**config.mk**
```make
export PLATFORM = sky130hd
export DESIGN_NAME = mem_req_port
export DESIGN_NICKNAME = d
export VERILOG_FILES = /design/src/source/mem_pkg.sv /design/src/source/mem_req_port.sv
export VERILOG_INCLUDE_DIRS = /design/src /design/src/source
export SDC_FILE = /design/constraint.sdc
export NUM_CORES = 1
export LEC_CHECK = 0
export BUFFER_PORTS_ARGS = -buffer_cell sky130_fd_sc_hd__clkbuf_2
export CAP_MARGIN = 20
export CORE_AREA = 2 2 56 58
export CTS_CLUSTER_DIAMETER = 150
export DETAILED_ROUTE_END_ITERATION = 12
export DIE_AREA = 0 0 58 60
export PLACE_DENSITY = 0.84
export SLEW_MARGIN = 40
export SYNTH_ARGS = -nofsm -noshare
export SYNTH_HDL_FRONTEND = slang
export SYNTH_SLANG_ARGS = --single-unit
```
**constraint.sdc**
```tcl
create_clock -name clk -period 4.25 [get_ports clk]
set_input_delay 0.2125 -clock clk [delete_from_list [all_inputs] [get_ports clk]]
set_output_delay 0.2125 -clock clk [all_outputs]
set_load 0.05 [all_outputs]
```
**src/source/mem_settings.svh**
```systemverilog
`ifndef MEM_SETTINGS_SVH
`define MEM_SETTINGS_SVH

// byte address and data word widths
`define MEM_ADDR_WIDTH 32
`define MEM_DATA_WIDTH 32

// word-address bits of the sram, 1024 words
`define SRAM_ADDR_BITS 10

// sram window starts at the bank-1 decode point, address bit 16
`define SRAM_BASE 32'h0001_0000

// request queue entries, also the producer's starting credit count
`define REQ_QUEUE_DEPTH 4

`endif

```
**src/source/mem_pkg.sv**
```systemverilog
`include "mem_settings.svh"

package mem_pkg;

    // single-beat request toward the sram bank
    typedef struct packed {
        logic [`MEM_ADDR_WIDTH-1:0]   addr;
        logic                         write;
        logic [`MEM_DATA_WIDTH/8-1:0] strb;
        logic [`MEM_DATA_WIDTH-1:0]   wdata;
        // outside the sram window or not word aligned
        logic                         bad;
    } mem_req_t;

    // response, one per request, in request order
    typedef struct packed {
        // zero for writes and for bad requests
        logic [`MEM_DATA_WIDTH-1:0] rdata;
        logic                       err;
    } mem_rsp_t;

endpackage

```
**src/source/mem_req_port.sv**
```systemverilog
`timescale 1ns/1ns
`include "mem_settings.svh"

module mem_req_port (
    input  logic               clk,
    input  logic               reset,

    // external request side
    input  logic               req_valid,
    input  mem_pkg::mem_req_t  req,
    output logic               req_ready,

    // toward the request queue
    output logic               push,
    output mem_pkg::mem_req_t  push_req,

    // from the sram bank, one per pop
    input  logic               credit_return
);

localparam int CREDIT_W    = $clog2(`REQ_QUEUE_DEPTH + 1);
localparam int OFFSET_BITS = $clog2(`MEM_DATA_WIDTH / 8);

localparam logic [`MEM_ADDR_WIDTH-1:0] WIN_BASE = `SRAM_BASE;
localparam logic [`MEM_ADDR_WIDTH-1:0] WIN_SIZE =
    (`MEM_DATA_WIDTH / 8) * (1 << `SRAM_ADDR_BITS);

logic [CREDIT_W-1:0]        credits;
logic [`MEM_ADDR_WIDTH-1:0] win_offset;
logic                       in_window;
logic                       aligned;

// one credit per free queue entry
always_ff @(posedge clk) begin
    if (reset) begin
        credits <= CREDIT_W'(`REQ_QUEUE_DEPTH);
    end
    else if (push && !credit_return) begin
        credits <= credits - 1'b1;
    end
    else if (!push && credit_return) begin
        credits <= credits + 1'b1;
    end
end

assign req_ready = (credits != '0);
assign push      = req_valid && req_ready;

// offset form avoids overflow at the top of the address space
assign win_offset = req.addr - WIN_BASE;
assign in_window  = (req.addr >= WIN_BASE) && (win_offset < WIN_SIZE);
assign aligned    = (req.addr[OFFSET_BITS-1:0] == '0);

// master's bad field is ignored, only the decode counts
always_comb begin
    push_req     = req;
    push_req.bad = !(in_window && aligned);
end

endmodule

```
==> flow_summary.ini <==
[worst_setup_path]
crit_required_ps = 4360
reg2reg_slack_ps = 2200
path_max_fanout = 3
critPathArrivalTime_ps = 2150
critical-path-max-stage-delay_ps = 390
path_cells = or3_1 > and2_1 > ha_1 > inv_1 > fa_1 > xor2_1 > nor3_1 > or3b_1
worst_setup_path_end_kind = flop
path_class = reg2reg
worstSetupStartpointType = flop
critPathSlowestCell = or3_1

[timing]
fin_ws_ps = 2200
rsz0062_at_grt = false
fin_tns_setup_ps = 0
tightest_slew_ps = 378
period_needed_ps = 2050
drv_slew = 0
max_slew_margin_pct = 74.6
setup_violations = 0
max_freq_mhz = 489
hold_viol = 0
hold-worst-slack_ps = 171
fin_skew_ps = 2.30
fin_crit_sh_pct = 48.1

[synth]
synthesis.nets = 176
ys_seq_area_share_pct = 7.88
yosysWarningCount = 0
ys_seq_elements = 3
synthCells = 100
syn_area_per_cell_um2 = 7.62
synth_cell_type_count = 18
syn_area_um2 = 762

[layout]
reg_top3 = credits: 3 flops
final_common_cell = clkbuf_2
fill_cells = 340
drive_gt1_share_pct = 62.4
nNetsFinal = 162
largest_reg_flops = 3
postLayoutCellArea_um2 = 562
areaGrowthSynthToFinish_pct = -26.3
largest-register = credits
n_antenna_cell = 0
mostFrequentLayoutCells = clkbuf_2 (50), inv_1 (4), nor2_1 (4), nor4_1 (4)

[pwr]
leakagePower_uw = 0.000308
power_uw = 193
ir_drop_mv = 0.156
power_density_mw_per_mm2 = 344

[floorplan]
die_x_um = 58
io_pins = 146
dieArea_mm2 = 0.00348
rows = 20
start_util_pct = 26.3
die_y_um = 60
core_mm2 = 0.00290

[clock_network]
cts_num_sinks = 3
postCtsHoldBufs = 0
root_buffer = clkbuf_4
cts_tree = done
insertion_delay_ps = 230
htreeDepth = 1
clock_path_buffers = 2
clk_pin_slew_ps = 40
cts_buffers = 3
cts-resized-gates = 0
cts_setup_buffers = 0

[route]
dr_total_vias = 497
avgRoutedWirePerCell_um = 11.2
drt-pass1-iter-count = 4
drc = 0
avgViaCountPerCell = 4.21
drtIter0Drc = 3
drt_wl_total_um = 1320
ant_nets = 0

[global_routing]
grt_max_degree = 6
grt.overflow.total = 0
antenna_found_initial = 0
first_global_vias = 433
grt_usage_pct = 7.28
grt_pass1_wl_um = 1850

[min_path]
min_path_type = in2reg

[status]
status = finished, final reports clean

[placement]
place_congestion = 0.663
dp_hpwl_um = 1190
numPortBuffers = 50
dp_slack_ps = 2200
place_area_um2 = 536

[run]
max_cap_violations = 0
[routing by layer]
metal  GRT usage [%]  wire length [um]
met3            4.55               258
met4            11.0               103
met5               0                 0
met2            11.2               586
met1            4.93               368
[logic make-up after synthesis]
logic type / after synthesis / share of synthesized area, %
xor+xnor: 3 / 3.45
fa+ha+maj: 2 / 4.27
compound gates: 3 / 2.46
simple gates: 16 / 12.0
buf+inv: 73 / 70.0
flops: 3 / 7.88
[power by group]
part / total [uW] / switching (uW) / internal, uW
clock network: 49.4 / 14.2 / 35.1
registers: 38.8 / 4.42 / 34.4
logic: 105 / 74.4 / 30.9
total: 193 / 93.0 / 100
[synth_stat cells]
master	n	area, um2
and3_1	1	6.26
buf_4	69	518
xnor2_1	1	8.76
nor2_1	4	15.0
o21ai_1	1	5.00
fa_1	1	20.0
or3_1	1	6.26
nor4_1	4	25.0
xor2_1	2	17.5
and2_1	1	6.26
o2111ai_1	1	8.76
nor3_1	3	15.0
dfxtp_1	3	60.1
a21oi_1	1	5.00
or3b_1	1	8.76
ha_1	1	12.5
nor4b_1	1	8.76
inv_1	4	15.0
[area by class of cell]
class                      instances  area, um2  area share (%)
clock buffer                       4       26.3            4.68
timing repair buffer              50        250            44.5
multi-input combinational         24        169            30.1
tap                               33       41.3            7.35
sequential                         3       60.1            10.7
inverter                           4       15.0            2.67
[worst max-delay path, delay by kind of cell (launching register included)]
family	cells	cell delay, ps
and+or+nand+nor	4	970
buffers and inverters	1	70
DFF	1	310
adders and majority gates	2	390
xor gates and xnor gates	1	180
[per-stage QoR]
step / std cells / utilization [%]
detailed placement: 114 / 18.4
floorplan: 100 / -
global route: 118 / 19.4
finish: 118 / 19.4
global placement: 114 / 18.4
CTS: 118 / 19.4
[worst paths after layout]
path,from,endpoint,depth (start not counted)
max,credits[2]$_SDFFE_PP1P_,credits[2]$_SDFFE_PP1P_,8
min,reset,credits[1]$_SDFFE_PP0P_,2
max reg2reg,credits[2]$_SDFFE_PP1P_,credits[2]$_SDFFE_PP1P_,8
min reg2reg,credits[1]$_SDFFE_PP0P_,credits[1]$_SDFFE_PP0P_,2
Note: power is estimated with default switching activity, not from simulation.
