==> src/source/mem_settings.svh <==
`ifndef MEM_SETTINGS_SVH
`define MEM_SETTINGS_SVH

// byte address and data word widths
`define MEM_ADDR_WIDTH 32
`define MEM_DATA_WIDTH 32

// word-address bits of the sram, 1024 words
`define SRAM_ADDR_BITS 10

// sram window starts at the bank-1 decode point, address bit 16
`define SRAM_BASE 32'h0001_0000

// request queue entries, also the producer's starting credit count
`define REQ_QUEUE_DEPTH 4

`endif

==> src/source/mem_pkg.sv <==
`include "mem_settings.svh"

package mem_pkg;

    // single-beat request toward the sram bank
    typedef struct packed {
        logic [`MEM_ADDR_WIDTH-1:0]   addr;
        logic                         write;
        logic [`MEM_DATA_WIDTH/8-1:0] strb;
        logic [`MEM_DATA_WIDTH-1:0]   wdata;
        // outside the sram window or not word aligned
        logic                         bad;
    } mem_req_t;

    // response, one per request, in request order
    typedef struct packed {
        // zero for writes and for bad requests
        logic [`MEM_DATA_WIDTH-1:0] rdata;
        logic                       err;
    } mem_rsp_t;

endpackage

==> src/source/mem_req_queue.sv <==
`timescale 1ns/1ns
`include "mem_settings.svh"

module mem_req_queue #(
    parameter int DEPTH = `REQ_QUEUE_DEPTH
) (
    input  logic               clk,
    input  logic               reset,

    input  logic               push,
    input  mem_pkg::mem_req_t  push_req,

    input  logic               pop,
    output logic               not_empty,
    output mem_pkg::mem_req_t  head
);

localparam int PTR_W   = (DEPTH > 1) ? $clog2(DEPTH) : 1;
localparam int COUNT_W = $clog2(DEPTH + 1);

mem_pkg::mem_req_t entries [DEPTH];

logic [PTR_W-1:0]   wr_ptr;
logic [PTR_W-1:0]   rd_ptr;
logic [COUNT_W-1:0] count;

// no full flag, the producer's credits keep pushes in bounds
always_ff @(posedge clk) begin
    if (reset) begin
        wr_ptr <= '0;
        rd_ptr <= '0;
        count  <= '0;
    end
    else begin
        if (push) begin
            wr_ptr <= (wr_ptr == PTR_W'(DEPTH - 1)) ? '0 : wr_ptr + 1'b1;
        end
        if (pop) begin
            rd_ptr <= (rd_ptr == PTR_W'(DEPTH - 1)) ? '0 : rd_ptr + 1'b1;
        end
        if (push && !pop) begin
            count <= count + 1'b1;
        end
        else if (!push && pop) begin
            count <= count - 1'b1;
        end
    end
end

always_ff @(posedge clk) begin
    if (push) begin
        entries[wr_ptr] <= push_req;
    end
end

assign not_empty = (count != '0);
assign head      = entries[rd_ptr];

endmodule

==> config.mk <==
export PLATFORM = sky130hd
export DESIGN_NAME = mem_req_queue
export DESIGN_NICKNAME = d
export VERILOG_FILES = /design/src/source/mem_pkg.sv /design/src/source/mem_req_queue.sv
export VERILOG_INCLUDE_DIRS = /design/src /design/src/source
export SDC_FILE = /design/constraint.sdc
export NUM_CORES = 1
export LEC_CHECK = 0
export ABC_AREA = 1
export CELL_PAD_IN_SITES_DETAIL_PLACEMENT = 1
export CELL_PAD_IN_SITES_GLOBAL_PLACEMENT = 2
export CORE_ASPECT_RATIO = 1.5
export CORE_UTILIZATION = 40
export CTS_CLUSTER_SIZE = 10
export DETAILED_ROUTE_END_ITERATION = 7
export DONT_BUFFER_PORTS = 1
export PLACE_DENSITY_LB_ADDON = 0.2
export SETUP_SLACK_MARGIN = 0.3
export SLEW_MARGIN = 20
export SYNTH_ARGS = -nofsm -noshare
export SYNTH_HDL_FRONTEND = slang
export SYNTH_SLANG_ARGS = --single-unit
==> constraint.sdc <==
create_clock -name clk -period 2.4 [get_ports clk]
set_input_delay 0.36 -clock clk [delete_from_list [all_inputs] [get_ports clk]]
set_output_delay 0.36 -clock clk [all_outputs]
set_load 0.02 [all_outputs]
==> metrics.md <==
| Metric | Value |
|---|---|
| Result of the run | completed |
| Initial core utilization | approximately two fifths |
| Post-Route Utilization | between 50% and 60% |
| Number of buffers created by CTS | 34 |
| Sequential cell area fraction in the yosys report | around three quarters |
| Final hold violations | 0 |
| Synth Area in Adders | 0.834% |
| Routed len/inst | ~24 um |
| Horizontal die dimension | 140 um |
| Maximum ir drop on the vdd rail | 0.000499 V |
| Number of non-filler instances in the completed layout | around 1,200 |
| Clock network latency to the later pin of the worst-skew pair | slightly above 0.5 ns |
| Clock tree from TritonCTS | built |
| Count of endpoints failing setup in the final report | 0 |
| Async S/R FF share, synth | 0% |
| Total power | 12.1 mW |
| Share of synthesized area spent on multiplexers | 0% |
| Switch Pwr | ~2.9 mW |
| Count of mapped cells out of synthesis | 735 |
| Period utilization | ~90% |
| Total via count in the routed design | slightly below 7,000 |
| Leading cell type by number of instances after synthesis | edfxtp_1 |
| Synthesis warning total | 0 |
| Clock period minus worst slack | ~2.2 ns |
| Share of power burned in combinational logic | a little over an eighth |
| Path type of the worst setup path | register to primary output |
| Bufs on Longest Clock Path | 3 |
| Slew @ Worst Pin | a little under 0.6 ns |
| Register bit count reported by yosys | roughly 290 |
| Total clock sinks | just under 300 |
| P per Cell Area | about 840 mW/mm^2 |
| Total leakage power | 4.79 nW |
| Overall routing resource usage | between 20% and 30% |
| Critical Path Start Type | register |
| Fraction of layout instances using a drive strength above 1 | around a quarter |
| Half-perimeter wire length after detailed placement | approximately 15,000 um |
| Post-synthesis share of cell area spent on xor and xnor gates | less than 1% |
| Number of flops mapped to enable cells by yosys | between 200 and 300 |
| Number of placed cells counting well taps | between 1,000 and 1,500 |
| Cell count of the worst reg-to-reg path | 5 |
| Max Fanout on Critical Path | 19 |
| Most frequent cells after synthesis | edfxtp_1, o21ai_0, nor2_1 |
| Fraction of post-synthesis cell area in the top cell type by area | about three quarters |
| Wire length of the first global-routing pass | about 46,000 um |
| Most area-hungry cell type in the Yosys netlist | edfxtp_1 |
| Number of nets in the layout | approximately 950 |
| Top cells by area in the synthesized netlist | edfxtp_1, o21ai_0, o22ai_2, nor2_4, nor2_1 |
| Syn nets | around 820 |
| Synthesized-area fraction occupied by and/or/nand/nor cells | 8.02% |
| Largest net degree at the start of global routing | slightly above 50 |
| Hold Slack | roughly 0.073 ns |
| Antenna cell count | 0 |
| Hold Path Stages | 2 |
| Achievable frequency | 461 MHz |
| Die ar. | roughly 0.03 sq mm |
| Height of the die | ~210 um |
| Netlist area before placement | ~0.011 sq mm |
| Routability congestion estimate | about 0.69 |
| Data required time at the worst endpoint | just over 2 ns |
| Setup Total Neg Slack | 0 ns |
| Arrival time at the worst endpoint | about 1.8 ns |
| Clock-pin slew on the worst setup and hold paths | around 0.06 ns |
| CTS root buf | clkbuf_16 |
| Number of remaining DRC errors | 0 |
| Total core area | ~0.028 sq mm |
| Dominant combinational cell family by area after synthesis | compound AO/OA/AOI/OAI gates |
| Distinct cell type count of the synthesized netlist | 22 |
| Via count of the first global-routing pass | approximately 7,600 |
| Maximum clock skew at final layout | 0.00665 ns |
| Class of the most critical hold timing path | input port to register |
| Mean area per synthesized cell | around 16 sq um |
| Sw Share | roughly 24% |
| Number of DRC violations after detailed-routing iteration 0 | about 230 |
| Detailed-router iteration count before antenna repair | 4 |
| Critical path endpoint category | primary output |
| Post-detailed-routing wire length | between 30,000 and 40,000 um |
| Fraction of power consumed by the clock network | 38.1% |
| Share of total power in sequential cells | between 40% and 50% |
| Number of max-capacitance violations reported | 0 |
| Most common flop cell mapped by yosys | edfxtp_1 |
| Internal power | between 9 and 10 mW |
| RSZ-0062 raised after global routing | true |
| Synthesis-to-layout area growth | 25.9% |
| I/O pin count | 145 |
| Initial antenna violation count | 2 |
| Final ANT Viol Nets | 0 |
| Count of standard-cell rows | 75 |
| Compound-gate portion of the synthesized area | 12.4% |
| Quantity of I/O buffers inserted on ports | 0 |
| Final-report max-slew violation count | 0 |
| Relative slew slack | between 60% and 70% |
| Sum of overflow across all layers after global routing | 0 |
| Total number of H-tree levels | 2 |
| Routed via count divided by cell count | between 5 and 6 |
==> cell families (layout without fill, tap and decap cells) <==
| family | Yosys count | count (layout) |
|---|---|---|
| adders and majority gates | 7 | 7 |
| and+or+nand+nor | 162 | 162 |
| buffers and inverters | 60 | 208 |
| DFF | 289 | 289 |
| AOI/OAI and AO/OA | 216 | 216 |
| xor gates and xnor gates | 1 | 1 |
==> area by class of cell <==
type	count	area (sq um)
fillers	2635	13600
flip-flops and latches	289	8590
multi-input cells	386	2590
repair buffers	142	1670
clock buffers	49	971
well taps	346	433
inverters	16	91.3
repair inverters	1	16.3
==> flip-flops by register name, indices dropped and copies added, names as in the netlist, named ones only <==
signal   cells
rd_ptr       2
entries    280
wr_ptr       2
count        3
==> path summary, 6_finish.rpt <==
kind	end	slack, ns	from
setup / recovery	head[52]	0.23	register
hold / removal	wr_ptr[1]	0.07	push
setup reg to reg	entries[1][31]	0.79	wr_ptr[1]
hold reg to reg	register	0.55	rd_ptr[0]
==> per-stage QoR <==
step	setup WS [ns]	area [sq um]
2_1_floorplan	0.324	11400
5_1_grt	0.168	14400
6_report	0.230	14400
3_3_place_gp	0.532	12000
3_5_place_dp	0.477	12000
4_1_cts	0.206	14200
==> cells in the final DEF, fill, tap and decap left out, types with 2 or more instances in the layout <==
cell type | netlist | layout
buf_16 | 0 | 12
ha_1 | 6 | 6
dfxtp_1 | 9 | 6
clkbuf_16 | 0 | 39
buf_4 | 0 | 41
buf_6 | 7 | 4
buf_12 | 5 | 9
clkinvlp_4 | 0 | 4
o22ai_4 | 0 | 3
edfxtp_1 | 280 | 280
dlygate4sd3_1 | 0 | 71
o21ai_4 | 0 | 5
a21oi_1 | 3 | 3
inv_1 | 15 | 10
o21ai_0 | 113 | 92
o21ai_2 | 0 | 8
o22ai_2 | 40 | 43
o21ai_1 | 30 | 38
buf_8 | 0 | 3
o22ai_1 | 30 | 24
clkbuf_1 | 20 | 12
nor2_1 | 109 | 108
dfxtp_2 | 0 | 2
nor3_1 | 2 | 2
nand2_1 | 9 | 9
nor2_4 | 40 | 40
==> power groups by stage <==
stage	clock network, mW	registers (mW)	logic [mW]
final	4.61	5.84	1.63
after floorplan	0	5.92	0.879
after global routing	4.87	5.85	1.75
after detailed placement	0	5.94	1.26
after global placement	0	5.92	1.23
after CTS	4.72	5.83	1.60
==> per-layer routing <==
layer  global-route usage [%]  vias to the layer above  wire, um
met3                     3.69                       51      1130
met1                     24.2                     3541     11800
met4                     8.11                        4       810
met5                        0                        -        27
met2                     39.0                      158     16300
li1                         -                     3031         -
==> what timing repair did <==
action	4_1_cts	5_1_grt
buffers inserted	7	0
resized for setup	46	39
pin swaps	13	21
hold buffers	71	0
endpoints found under the setup margin	70	70
hold endpoints to repair	284	0
gates cloned	9	2
==> critical path, stage by stage, from the launching register on <==
cell	delay [ns]
dfxtp_4	0.35
buf_12	0.15
inv_16	0.14
buf_12	0.17
nor2_1	0.07
o22ai_2	0.22
buf_4	0.18
Power figures use the tool's default switching activity.
